===== src/mips_mem_pkg.sv =====
`default_nettype none

package mips_mem_pkg;

	////////////////////////////////////////////////////////////
	// data and address widths
	////////////////////////////////////////////////////////////

	typedef logic [31:0] word_t;
	typedef logic [31:0] addr_t;
	typedef logic [3:0]  byte_sel_t;
	typedef logic [4:0]  reg_addr_t;

	// memory operations seen by the stage
	typedef enum logic [3:0]
	{
		OP_NONE = 4'd0,
		OP_LB   = 4'd1,
		OP_LBU  = 4'd2,
		OP_LH   = 4'd3,
		OP_LHU  = 4'd4,
		OP_LW   = 4'd5,
		OP_SB   = 4'd6,
		OP_SH   = 4'd7,
		OP_SW   = 4'd8
	} mem_op_t;

	////////////////////////////////////////////////////////////
	// byte lanes, bit n enables byte n
	////////////////////////////////////////////////////////////

	localparam byte_sel_t SEL_NONE  = 4'b0000;
	localparam byte_sel_t SEL_ALL   = 4'b1111;

	// lowest lane pattern for each access size
	localparam byte_sel_t SEL_BYTE0 = 4'b0001;
	localparam byte_sel_t SEL_HALF0 = 4'b0011;

endpackage

`default_nettype wire


===== src/mips_except_pkg.sv =====
`default_nettype none

package mips_except_pkg;

	// MIPS cause codes used by the stage
	typedef enum logic [4:0]
	{
		EXC_INT  = 5'd0,
		EXC_ADEL = 5'd4,
		EXC_ADES = 5'd5,
		EXC_SYS  = 5'd8,
		EXC_RI   = 5'd10,
		EXC_OV   = 5'd12,
		EXC_TR   = 5'd13
	} exc_code_t;

	////////////////////////////////////////////////////////////
	// exceptions raised by earlier stages
	////////////////////////////////////////////////////////////

	typedef logic [3:0] exc_flags_t;

	localparam int unsigned FLAG_SYS = 0;
	localparam int unsigned FLAG_RI  = 1;
	localparam int unsigned FLAG_OV  = 2;
	localparam int unsigned FLAG_TR  = 3;

	////////////////////////////////////////////////////////////
	// status register fields
	////////////////////////////////////////////////////////////

	localparam int unsigned ST_IE    = 0;
	localparam int unsigned ST_EXL   = 1;
	localparam int unsigned ST_ERL   = 2;
	// interrupt mask starts here, one bit per line
	localparam int unsigned ST_IM_LO = 8;

endpackage

`default_nettype wire


===== src/load_store_align.sv =====
`default_nettype none

module load_store_align
	import mips_mem_pkg::*;
(
	input  mem_op_t   op_i,
	input  addr_t     addr_i,
	input  word_t     reg2_i,
	input  word_t     rdata_i,
	output byte_sel_t sel_o,
	output word_t     store_data_o,
	output word_t     load_data_o,
	output logic      is_store_o,
	output logic      is_mem_o,
	output logic      misaligned_o
);

	logic [1:0] offset;
	logic       half_odd;
	logic       word_off;
	word_t      byte_shift;
	word_t      half_shift;
	logic [7:0] lane_byte;
	logic [15:0] lane_half;

	assign offset   = addr_i[1:0];
	assign half_odd = addr_i[0];
	assign word_off = |addr_i[1:0];

	// move the addressed lane down to bit 0
	assign byte_shift = rdata_i >> {offset, 3'b000};
	assign half_shift = rdata_i >> {offset[1], 4'b0000};
	assign lane_byte  = byte_shift[7:0];
	assign lane_half  = half_shift[15:0];

	assign is_mem_o   = (op_i != OP_NONE);
	assign is_store_o = (op_i == OP_SB) || (op_i == OP_SH) || (op_i == OP_SW);

	////////////////////////////////////////////////////////////
	// lane select and store data
	////////////////////////////////////////////////////////////

	always_comb
	begin
		sel_o        = SEL_NONE;
		store_data_o = '0;
		case (op_i)
			OP_LB, OP_LBU, OP_SB:
			begin
				sel_o        = SEL_BYTE0 << offset;
				store_data_o = {4{reg2_i[7:0]}};
			end
			OP_LH, OP_LHU, OP_SH:
			begin
				// odd halfword gets no lanes at all
				if (!half_odd)
				begin
					sel_o = SEL_HALF0 << {offset[1], 1'b0};
				end
				store_data_o = {2{reg2_i[15:0]}};
			end
			OP_LW, OP_SW:
			begin
				if (!word_off)
				begin
					sel_o = SEL_ALL;
				end
				store_data_o = reg2_i;
			end
			default:
			begin
				sel_o        = SEL_NONE;
				store_data_o = '0;
			end
		endcase
	end

	////////////////////////////////////////////////////////////
	// load extraction and extension
	////////////////////////////////////////////////////////////

	always_comb
	begin
		case (op_i)
			OP_LB:   load_data_o = {{24{lane_byte[7]}}, lane_byte};
			OP_LBU:  load_data_o = {24'h000000, lane_byte};
			OP_LH:   load_data_o = {{16{lane_half[15]}}, lane_half};
			OP_LHU:  load_data_o = {16'h0000, lane_half};
			OP_LW:   load_data_o = rdata_i;
			default: load_data_o = '0;
		endcase
	end

	// halfwords need even addresses, words need a clean low pair
	always_comb
	begin
		case (op_i)
			OP_LH, OP_LHU, OP_SH: misaligned_o = half_odd;
			OP_LW, OP_SW:         misaligned_o = word_off;
			default:              misaligned_o = 1'b0;
		endcase
	end

endmodule

`default_nettype wire


===== src/cp0_status_regs.sv =====
`default_nettype none

module cp0_status_regs
	import mips_mem_pkg::*;
	import mips_except_pkg::*;
#(
	parameter int unsigned NUM_HW_INT = 8
)
(
	input  wire   clk,
	input  wire   reset_i,
	input  logic  cfg_we_i,
	input  word_t cfg_data_i,
	output word_t status_o
);

	// only these bits exist in this design
	localparam word_t IM_BITS     = word_t'(((1 << NUM_HW_INT) - 1) << ST_IM_LO);
	localparam word_t CTRL_BITS   = word_t'((1 << ST_IE) | (1 << ST_EXL) | (1 << ST_ERL));
	localparam word_t STATUS_MASK = IM_BITS | CTRL_BITS;

	word_t status_q;

	always_ff @(posedge clk)
	begin
		if (reset_i)
		begin
			status_q <= '0;
		end
		else if (cfg_we_i)
		begin
			status_q <= cfg_data_i & STATUS_MASK;
		end
	end

	assign status_o = status_q;

endmodule

`default_nettype wire


===== src/except_resolve.sv =====
`default_nettype none

module except_resolve
	import mips_mem_pkg::*;
	import mips_except_pkg::*;
#(
	parameter int unsigned NUM_HW_INT = 8
)
(
	input  word_t                 status_i,
	input  logic [NUM_HW_INT-1:0] hw_int_i,
	input  exc_flags_t            exc_flags_i,
	input  logic                  misaligned_i,
	input  logic                  is_store_i,
	input  addr_t                 addr_i,
	output logic                  take_exc_o,
	output exc_code_t             exc_code_o,
	output addr_t                 badaddr_o
);

	logic int_masked;
	logic int_allowed;
	logic int_pending;

	// line must be unmasked and the core must not already be in a handler
	assign int_masked  = |(hw_int_i & status_i[ST_IM_LO +: NUM_HW_INT]);
	assign int_allowed = status_i[ST_IE] && !status_i[ST_EXL] && !status_i[ST_ERL];
	assign int_pending = int_masked && int_allowed;

	assign take_exc_o = int_pending || (|exc_flags_i) || misaligned_i;

	////////////////////////////////////////////////////////////
	// fixed priority, earliest match wins
	////////////////////////////////////////////////////////////

	always_comb
	begin
		exc_code_o = EXC_INT;
		badaddr_o  = '0;
		if (int_pending)
		begin
			exc_code_o = EXC_INT;
		end
		else if (exc_flags_i[FLAG_SYS])
		begin
			exc_code_o = EXC_SYS;
		end
		else if (exc_flags_i[FLAG_RI])
		begin
			exc_code_o = EXC_RI;
		end
		else if (exc_flags_i[FLAG_OV])
		begin
			exc_code_o = EXC_OV;
		end
		else if (exc_flags_i[FLAG_TR])
		begin
			exc_code_o = EXC_TR;
		end
		else if (misaligned_i)
		begin
			// address faults report the offending address
			exc_code_o = is_store_i ? EXC_ADES : EXC_ADEL;
			badaddr_o  = addr_i;
		end
	end

endmodule

`default_nettype wire


===== src/mem_access_fsm.sv =====
`default_nettype none

module mem_access_fsm
	import mips_mem_pkg::*;
	import mips_except_pkg::*;
(
	input  wire       clk,
	input  wire       reset_i,

	// execute side
	input  logic      op_req_i,
	output logic      op_ack_o,
	input  reg_addr_t wd_i,
	input  logic      wreg_i,
	input  word_t     wdata_i,

	// lane logic
	input  logic      is_mem_i,
	input  logic      is_store_i,
	input  byte_sel_t sel_i,
	input  word_t     store_data_i,
	input  word_t     load_data_i,

	// exception resolver
	input  logic      take_exc_i,
	input  exc_code_t exc_code_i,
	input  addr_t     badaddr_i,

	input  addr_t     addr_i,

	// RAM side
	output logic      mem_req_o,
	input  logic      mem_ack_i,
	output addr_t     mem_addr_o,
	output logic      mem_we_o,
	output byte_sel_t mem_sel_o,
	output word_t     mem_data_o,
	input  word_t     mem_data_i,

	// results
	output reg_addr_t wd_o,
	output logic      wreg_o,
	output word_t     wdata_o,
	output logic      exc_o,
	output exc_code_t exc_code_o,
	output addr_t     badaddr_o,
	output word_t     rdata_o
);

	typedef enum logic [1:0]
	{
		ST_IDLE,
		ST_MEM_REQ,
		ST_MEM_RELEASE,
		ST_DONE
	} state_t;

	state_t state;

	logic accept;
	logic start_mem;
	logic mem_grab;
	logic finish;
	logic is_load;

	assign accept    = (state == ST_IDLE) && op_req_i;
	// exceptions never reach the RAM
	assign start_mem = accept && is_mem_i && !take_exc_i;
	assign mem_grab  = (state == ST_MEM_REQ) && mem_ack_i;
	assign finish    = (state == ST_DONE) && !op_ack_o;
	assign is_load   = is_mem_i && !is_store_i;

	////////////////////////////////////////////////////////////
	// control state
	////////////////////////////////////////////////////////////

	always_ff @(posedge clk)
	begin
		if (reset_i)
		begin
			state     <= ST_IDLE;
			op_ack_o  <= 1'b0;
			mem_req_o <= 1'b0;
			mem_we_o  <= 1'b0;
			exc_o     <= 1'b0;
			wreg_o    <= 1'b0;
		end
		else
		begin
			case (state)
				ST_IDLE:
				begin
					if (accept)
					begin
						exc_o <= take_exc_i;
						if (start_mem)
						begin
							mem_req_o <= 1'b1;
							mem_we_o  <= is_store_i;
							state     <= ST_MEM_REQ;
						end
						else
						begin
							state <= ST_DONE;
						end
					end
				end
				ST_MEM_REQ:
				begin
					// wait as long as the RAM needs
					if (mem_grab)
					begin
						mem_req_o <= 1'b0;
						mem_we_o  <= 1'b0;
						state     <= ST_MEM_RELEASE;
					end
				end
				ST_MEM_RELEASE:
				begin
					if (!mem_ack_i)
					begin
						state <= ST_DONE;
					end
				end
				ST_DONE:
				begin
					if (finish)
					begin
						op_ack_o <= 1'b1;
						wreg_o   <= wreg_i && !exc_o && !is_store_i;
					end
					else if (!op_req_i)
					begin
						op_ack_o <= 1'b0;
						state    <= ST_IDLE;
					end
				end
				default:
				begin
					state <= ST_IDLE;
				end
			endcase
		end
	end

	////////////////////////////////////////////////////////////
	// payload registers
	////////////////////////////////////////////////////////////

	always_ff @(posedge clk)
	begin
		if (accept)
		begin
			exc_code_o <= exc_code_i;
			badaddr_o  <= badaddr_i;
		end
		if (start_mem)
		begin
			mem_addr_o <= addr_i;
			mem_sel_o  <= sel_i;
			mem_data_o <= store_data_i;
		end
		// read word goes back through the lane logic
		if (mem_grab)
		begin
			rdata_o <= mem_data_i;
		end
		if (finish)
		begin
			wd_o    <= wd_i;
			wdata_o <= (is_load && !exc_o) ? load_data_i : wdata_i;
		end
	end

endmodule

`default_nettype wire


===== src/mem_stage.sv =====
`default_nettype none

module mem_stage
	import mips_mem_pkg::*;
	import mips_except_pkg::*;
#(
	parameter int unsigned NUM_HW_INT = 8
)
(
	input  wire                   clk,
	input  wire                   reset_i,

	// execute side
	input  logic                  op_req_i,
	output logic                  op_ack_o,
	input  mem_op_t               op_i,
	input  addr_t                 addr_i,
	input  word_t                 reg2_i,
	input  word_t                 wdata_i,
	input  reg_addr_t             wd_i,
	input  logic                  wreg_i,
	input  exc_flags_t            exc_flags_i,

	// interrupts and status register
	input  logic [NUM_HW_INT-1:0] hw_int_i,
	input  logic                  cfg_we_i,
	input  word_t                 cfg_data_i,
	output word_t                 status_o,

	// RAM side
	output logic                  mem_req_o,
	input  logic                  mem_ack_i,
	output addr_t                 mem_addr_o,
	output logic                  mem_we_o,
	output byte_sel_t             mem_sel_o,
	output word_t                 mem_data_o,
	input  word_t                 mem_data_i,

	// results
	output reg_addr_t             wd_o,
	output logic                  wreg_o,
	output word_t                 wdata_o,
	output logic                  exc_o,
	output exc_code_t             exc_code_o,
	output addr_t                 badaddr_o
);

	byte_sel_t sel;
	word_t     store_data;
	word_t     load_data;
	word_t     rdata;
	logic      is_store;
	logic      is_mem;
	logic      misaligned;
	logic      take_exc;
	exc_code_t exc_code;
	addr_t     badaddr;

	load_store_align align_inst
	(
		.op_i         (op_i),
		.addr_i       (addr_i),
		.reg2_i       (reg2_i),
		.rdata_i      (rdata),
		.sel_o        (sel),
		.store_data_o (store_data),
		.load_data_o  (load_data),
		.is_store_o   (is_store),
		.is_mem_o     (is_mem),
		.misaligned_o (misaligned)
	);

	cp0_status_regs #(.NUM_HW_INT(NUM_HW_INT)) status_inst
	(
		.clk        (clk),
		.reset_i    (reset_i),
		.cfg_we_i   (cfg_we_i),
		.cfg_data_i (cfg_data_i),
		.status_o   (status_o)
	);

	except_resolve #(.NUM_HW_INT(NUM_HW_INT)) except_inst
	(
		.status_i     (status_o),
		.hw_int_i     (hw_int_i),
		.exc_flags_i  (exc_flags_i),
		.misaligned_i (misaligned),
		.is_store_i   (is_store),
		.addr_i       (addr_i),
		.take_exc_o   (take_exc),
		.exc_code_o   (exc_code),
		.badaddr_o    (badaddr)
	);

	mem_access_fsm fsm_inst
	(
		.clk          (clk),
		.reset_i      (reset_i),
		.op_req_i     (op_req_i),
		.op_ack_o     (op_ack_o),
		.wd_i         (wd_i),
		.wreg_i       (wreg_i),
		.wdata_i      (wdata_i),
		.is_mem_i     (is_mem),
		.is_store_i   (is_store),
		.sel_i        (sel),
		.store_data_i (store_data),
		.load_data_i  (load_data),
		.take_exc_i   (take_exc),
		.exc_code_i   (exc_code),
		.badaddr_i    (badaddr),
		.addr_i       (addr_i),
		.mem_req_o    (mem_req_o),
		.mem_ack_i    (mem_ack_i),
		.mem_addr_o   (mem_addr_o),
		.mem_we_o     (mem_we_o),
		.mem_sel_o    (mem_sel_o),
		.mem_data_o   (mem_data_o),
		.mem_data_i   (mem_data_i),
		.wd_o         (wd_o),
		.wreg_o       (wreg_o),
		.wdata_o      (wdata_o),
		.exc_o        (exc_o),
		.exc_code_o   (exc_code_o),
		.badaddr_o    (badaddr_o),
		.rdata_o      (rdata)
	);

endmodule

`default_nettype wire


===== config.mk =====
export PLATFORM = sky130hd
export DESIGN_NAME = mem_stage
export DESIGN_NICKNAME = d
export VERILOG_FILES = /design/src/mips_mem_pkg.sv /design/src/mips_except_pkg.sv /design/src/load_store_align.sv /design/src/cp0_status_regs.sv /design/src/except_resolve.sv /design/src/mem_access_fsm.sv /design/src/mem_stage.sv
export SDC_FILE = /design/constraint.sdc
export NUM_CORES = 1
export LEC_CHECK = 0
export ABC_AREA = 1
export BUFFER_PORTS_ARGS = -buffer_cell sky130_fd_sc_hd__buf_4
export CAP_MARGIN = 20
export CELL_PAD_IN_SITES_DETAIL_PLACEMENT = 1
export CELL_PAD_IN_SITES_GLOBAL_PLACEMENT = 1
export CORE_MARGIN = 1
export CORE_UTILIZATION = 35
export CTS_CLUSTER_SIZE = 25
export DETAILED_ROUTE_END_ITERATION = 12
export PLACE_DENSITY_LB_ADDON = 0.1
export SLEW_MARGIN = 20
export SYNTH_ARGS = -nofsm -noshare
export SYNTH_HDL_FRONTEND = slang
export SYNTH_SLANG_ARGS = --single-unit

===== constraint.sdc =====
create_clock -name clk -period 4.2 [get_ports clk]
set_input_delay 0.84 -clock clk [delete_from_list [all_inputs] [get_ports clk]]
set_output_delay 0.84 -clock clk [all_outputs]
set_load 0.01 [all_outputs]

==> impl_metrics.py <==
metrics = {
    "power_and_ir_drop": {
        "powerDensity_mw_per_mm2": 452.6,
        "p_leak_uw": 0.005148,
        "ir_drop_mv": 0.2498,
    },
    "cts": {
        "ctsLongestPathBuffers": 2,
        "hold_buffers": 0,
        "cts_tree": "yes",
        "clock_sinks": 191,
        "clock_latency_ns": 0.43,
        "cts_inserted_buffers": 17,
        "cts_resized": 0,
        "cts_root_buf": "clkbuf_16",
        "h-tree-depth": 4,
        "postCtsSetupBuffers": 0,
        "path_clk_slew_ns": 0.07,
    },
    "setup_path": {
        "critPathMaxFanout": 68,
        "path_class": "input port to register",
        "critical_path_required_ns": 4.28,
        "setup.worst_path.start": "op_i[0]",
        "critPathLaunchType": "input port",
        "cp-end-kind": "register",
        "path_buf_inv": 4,
        "critPathSlowestCell": "nor2_4",
        "crit_chain": "buf_4 > nand2_1 > inv_1 > nand2_1 > nand2_4 > nor2_4 > nand2_4 > nand2_4 > nand3_2 > inv_2 > buf_12",
        "arrival_ns": 2.62,
        "cp_slowest_stage_delay_ns": 0.40,
        "cp_common_cell": "nand2_4",
        "path_delay_family": "simple AND/OR/NAND/NOR gates",
        "reg2reg_from": "fsm_inst.state[1]",
        "r2r_slack_ns": 2.12,
    },
    "place": {
        "dp_hpwl_um": 18150,
        "place.gp.congestion": 0.7898,
        "port_buffers": 322,
        "dp.cells": 1324,
        "pre_cts_slack_ns": 1.135,
    },
    "floorplanning": {
        "chipWidth_um": 154.4,
        "rows": 55,
        "start_util_pct": 35.82,
        "core_mm2": 0.02271,
        "pin_count": 366,
        "dieArea_mm2": 0.02385,
        "fp.dieH_um": 154.4,
    },
    "timing": {
        "hold_viol": 0,
        "post-route-min-period_ns": 2.541,
        "worstMarginPinSlew_ns": 1.016,
        "final-max-slew-violation-count": 0,
        "relSlewSlack_pct": 32.17,
        "finalWorstSetupSlack_ns": 1.659,
        "timing.fmax_mhz": 393.5,
        "setup-violations-final": 0,
        "skew_ns": 0.01289,
        "setup_tns_ns": 0,
        "final.period_utilization_pct": 60.50,
        "grt_setup_unrepaired": "false",
    },
    "final_layout": {
        "final_cell_mix": "buf_4 (326), nand2_1 (179), edfxtp_1 (173), inv_1 (95), nor2_1 (81)",
        "nets": 1250,
        "layout_commonest_cell": "buf_4",
        "layout-drive-gt1-share_pct": 36.79,
        "nFillCells": 2530,
        "synthToLayoutAreaGrowth_pct": 40.53,
        "fin_util_pct": 50.34,
        "regArea_mm2": 0.005555,
        "multi_input_area_mm2": 0.002024,
        "fin_cells": 1357,
    },
    "drt": {
        "remaining_drc_errors": 0,
        "vias": 6326,
        "drt_iter0_markers": 313,
        "finalWirelength_um": 23900,
        "drt_first_pass_iters": 5,
        "wl_per_cell_um": 17.61,
        "final_antenna_net_count": 0,
        "via_per_inst": 4.662,
    },
    "global_routing": {
        "antenna_found_initial": 1,
        "grt_first_pass_wirelength_um": 35870,
        "grt_usage_pct": 20.02,
        "grt_pass1_vias": 6392,
        "grt_overflow": 0,
        "grt_start_max_net_pins": 69,
    },
    "yosys": {
        "syn_inst": 728,
        "syn_avg_cell_area_um2": 11.17,
        "synth.cell_area_mm2": 0.008134,
        "synth-seq-cells": 191,
        "yosys_warnings": 0,
        "synth_cell_type_count": 35,
        "synth_seq_area_share_pct": 68.30,
    },
    "hold_path": {
        "hp-start": "fsm_inst.mem_we_o",
        "holdCritPathClass": "register to register",
    },
    "job": {
        "max_cap_viol_count": 0,
    },
    "status": {
        "status": "complete, no violations",
    },
}
==> final timing paths <==
| path | end | cells after the start |
|---|---|---|
| hold reg to reg | fsm_inst.mem_we_o | 2 |
| setup reg to reg | fsm_inst.rdata_o[17] | 5 |
| setup / recovery | fsm_inst.mem_addr_o[4] | 11 |
| hold / removal | fsm_inst.mem_we_o | 2 |
==> logic make-up after synthesis <==
group                      count (synthesis)  share of synthesized area (%)
buffers and inverters                    142                          7.953
DFF                                      191                          68.30
adders and majority gates                  5                         0.7691
other                                      1                        0.04610
and+or+nand+nor                          294                          14.86
AOI/OAI and AO/OA                         95                          8.076
==> power by group <==
| group | switching, µW | internal, µW |
|---|---|---|
| registers | 82.4 | 2370 |
| logic | 628 | 470 |
| clock network | 822 | 803 |
==> layout make-up <==
cell class                      count  share of cell area [%]
Multi-Input combinational cell    416                   17.71
Tap cell                          285                   3.120
Timing Repair Buffer              329                   22.00
Clock inverter                     15                   1.445
Sequential cell                   191                   48.60
Clock buffer                       17                   3.722
Antenna cell                        1                 0.02189
Inverter                          103                   3.382
==> Yosys cell counts (all sizes together) <==
cell type / n / share of area, %
dfxtp: 18 / 4.4
o22ai: 10 / 0.77
clkbuf: 8 / 0.37
a21oi: 12 / 0.83
a21o: 2 / 0.18
nor3: 6 / 0.43
a21boi: 1 / 0.092
a211oi: 1 / 0.092
ha: 5 / 0.77
o21a: 1 / 0.11
nand3: 13 / 0.86
edfxtp: 173 / 64
o21ai: 36 / 2.3
buf: 31 / 2.8
o211ai: 16 / 1.5
nor3b: 1 / 0.092
o221ai: 8 / 0.86
nand2: 188 / 9.2
a2bb2oi: 7 / 1.3
conb: 1 / 0.046
inv: 103 / 4.8
o2111ai: 1 / 0.11
nor2: 86 / 4.3
==> worst min-delay path: stages, from the launching register on <==
cell     delay [ns]
dfxtp_1        0.31
nand2_1        0.06
a21oi_1        0.05
==> per-stage QoR <==
step           cell area [µm²]  power (µW)  hold WS [ns]
2_1_floorplan             8213        3043        0.4769
3_3_place_gp             10790        3564        0.4518
3_5_place_dp             10840        3611        0.4546
4_1_cts                  11430        5235        0.4675
5_1_grt                  11430        5405        0.4846
6_report                 11430        5174        0.4604
==> per-layer routing <==
| metal | global-route usage, % | up-vias | part of all wire (%) |
|---|---|---|---|
| met5 | 0 | - | 0 |
| met1 | 24.08 | 3006 | 41 |
| met3 | 5.884 | 22 | 7.4 |
| met2 | 34.63 | 244 | 50 |
| met4 | 5.941 | 0 | 1.4 |
| li1 | - | 3054 | - |
==> flip-flops by register name, indices dropped and copies added (netlist names) <==
register,count
fsm_inst.wdata_o,32
fsm_inst.mem_we_o,1
fsm_inst.mem_req_o,1
status_inst.status_o,11
fsm_inst.wd_o,5
fsm_inst.exc_code_o,4
fsm_inst.mem_data_o,32
fsm_inst.exc_o,1
fsm_inst.mem_sel_o,4
fsm_inst.state,2
fsm_inst.wreg_o,1
fsm_inst.badaddr_o,32
fsm_inst.rdata_o,32
fsm_inst.op_ack_o,1
fsm_inst.mem_addr_o,32
(Power assumes the default switching activity.)
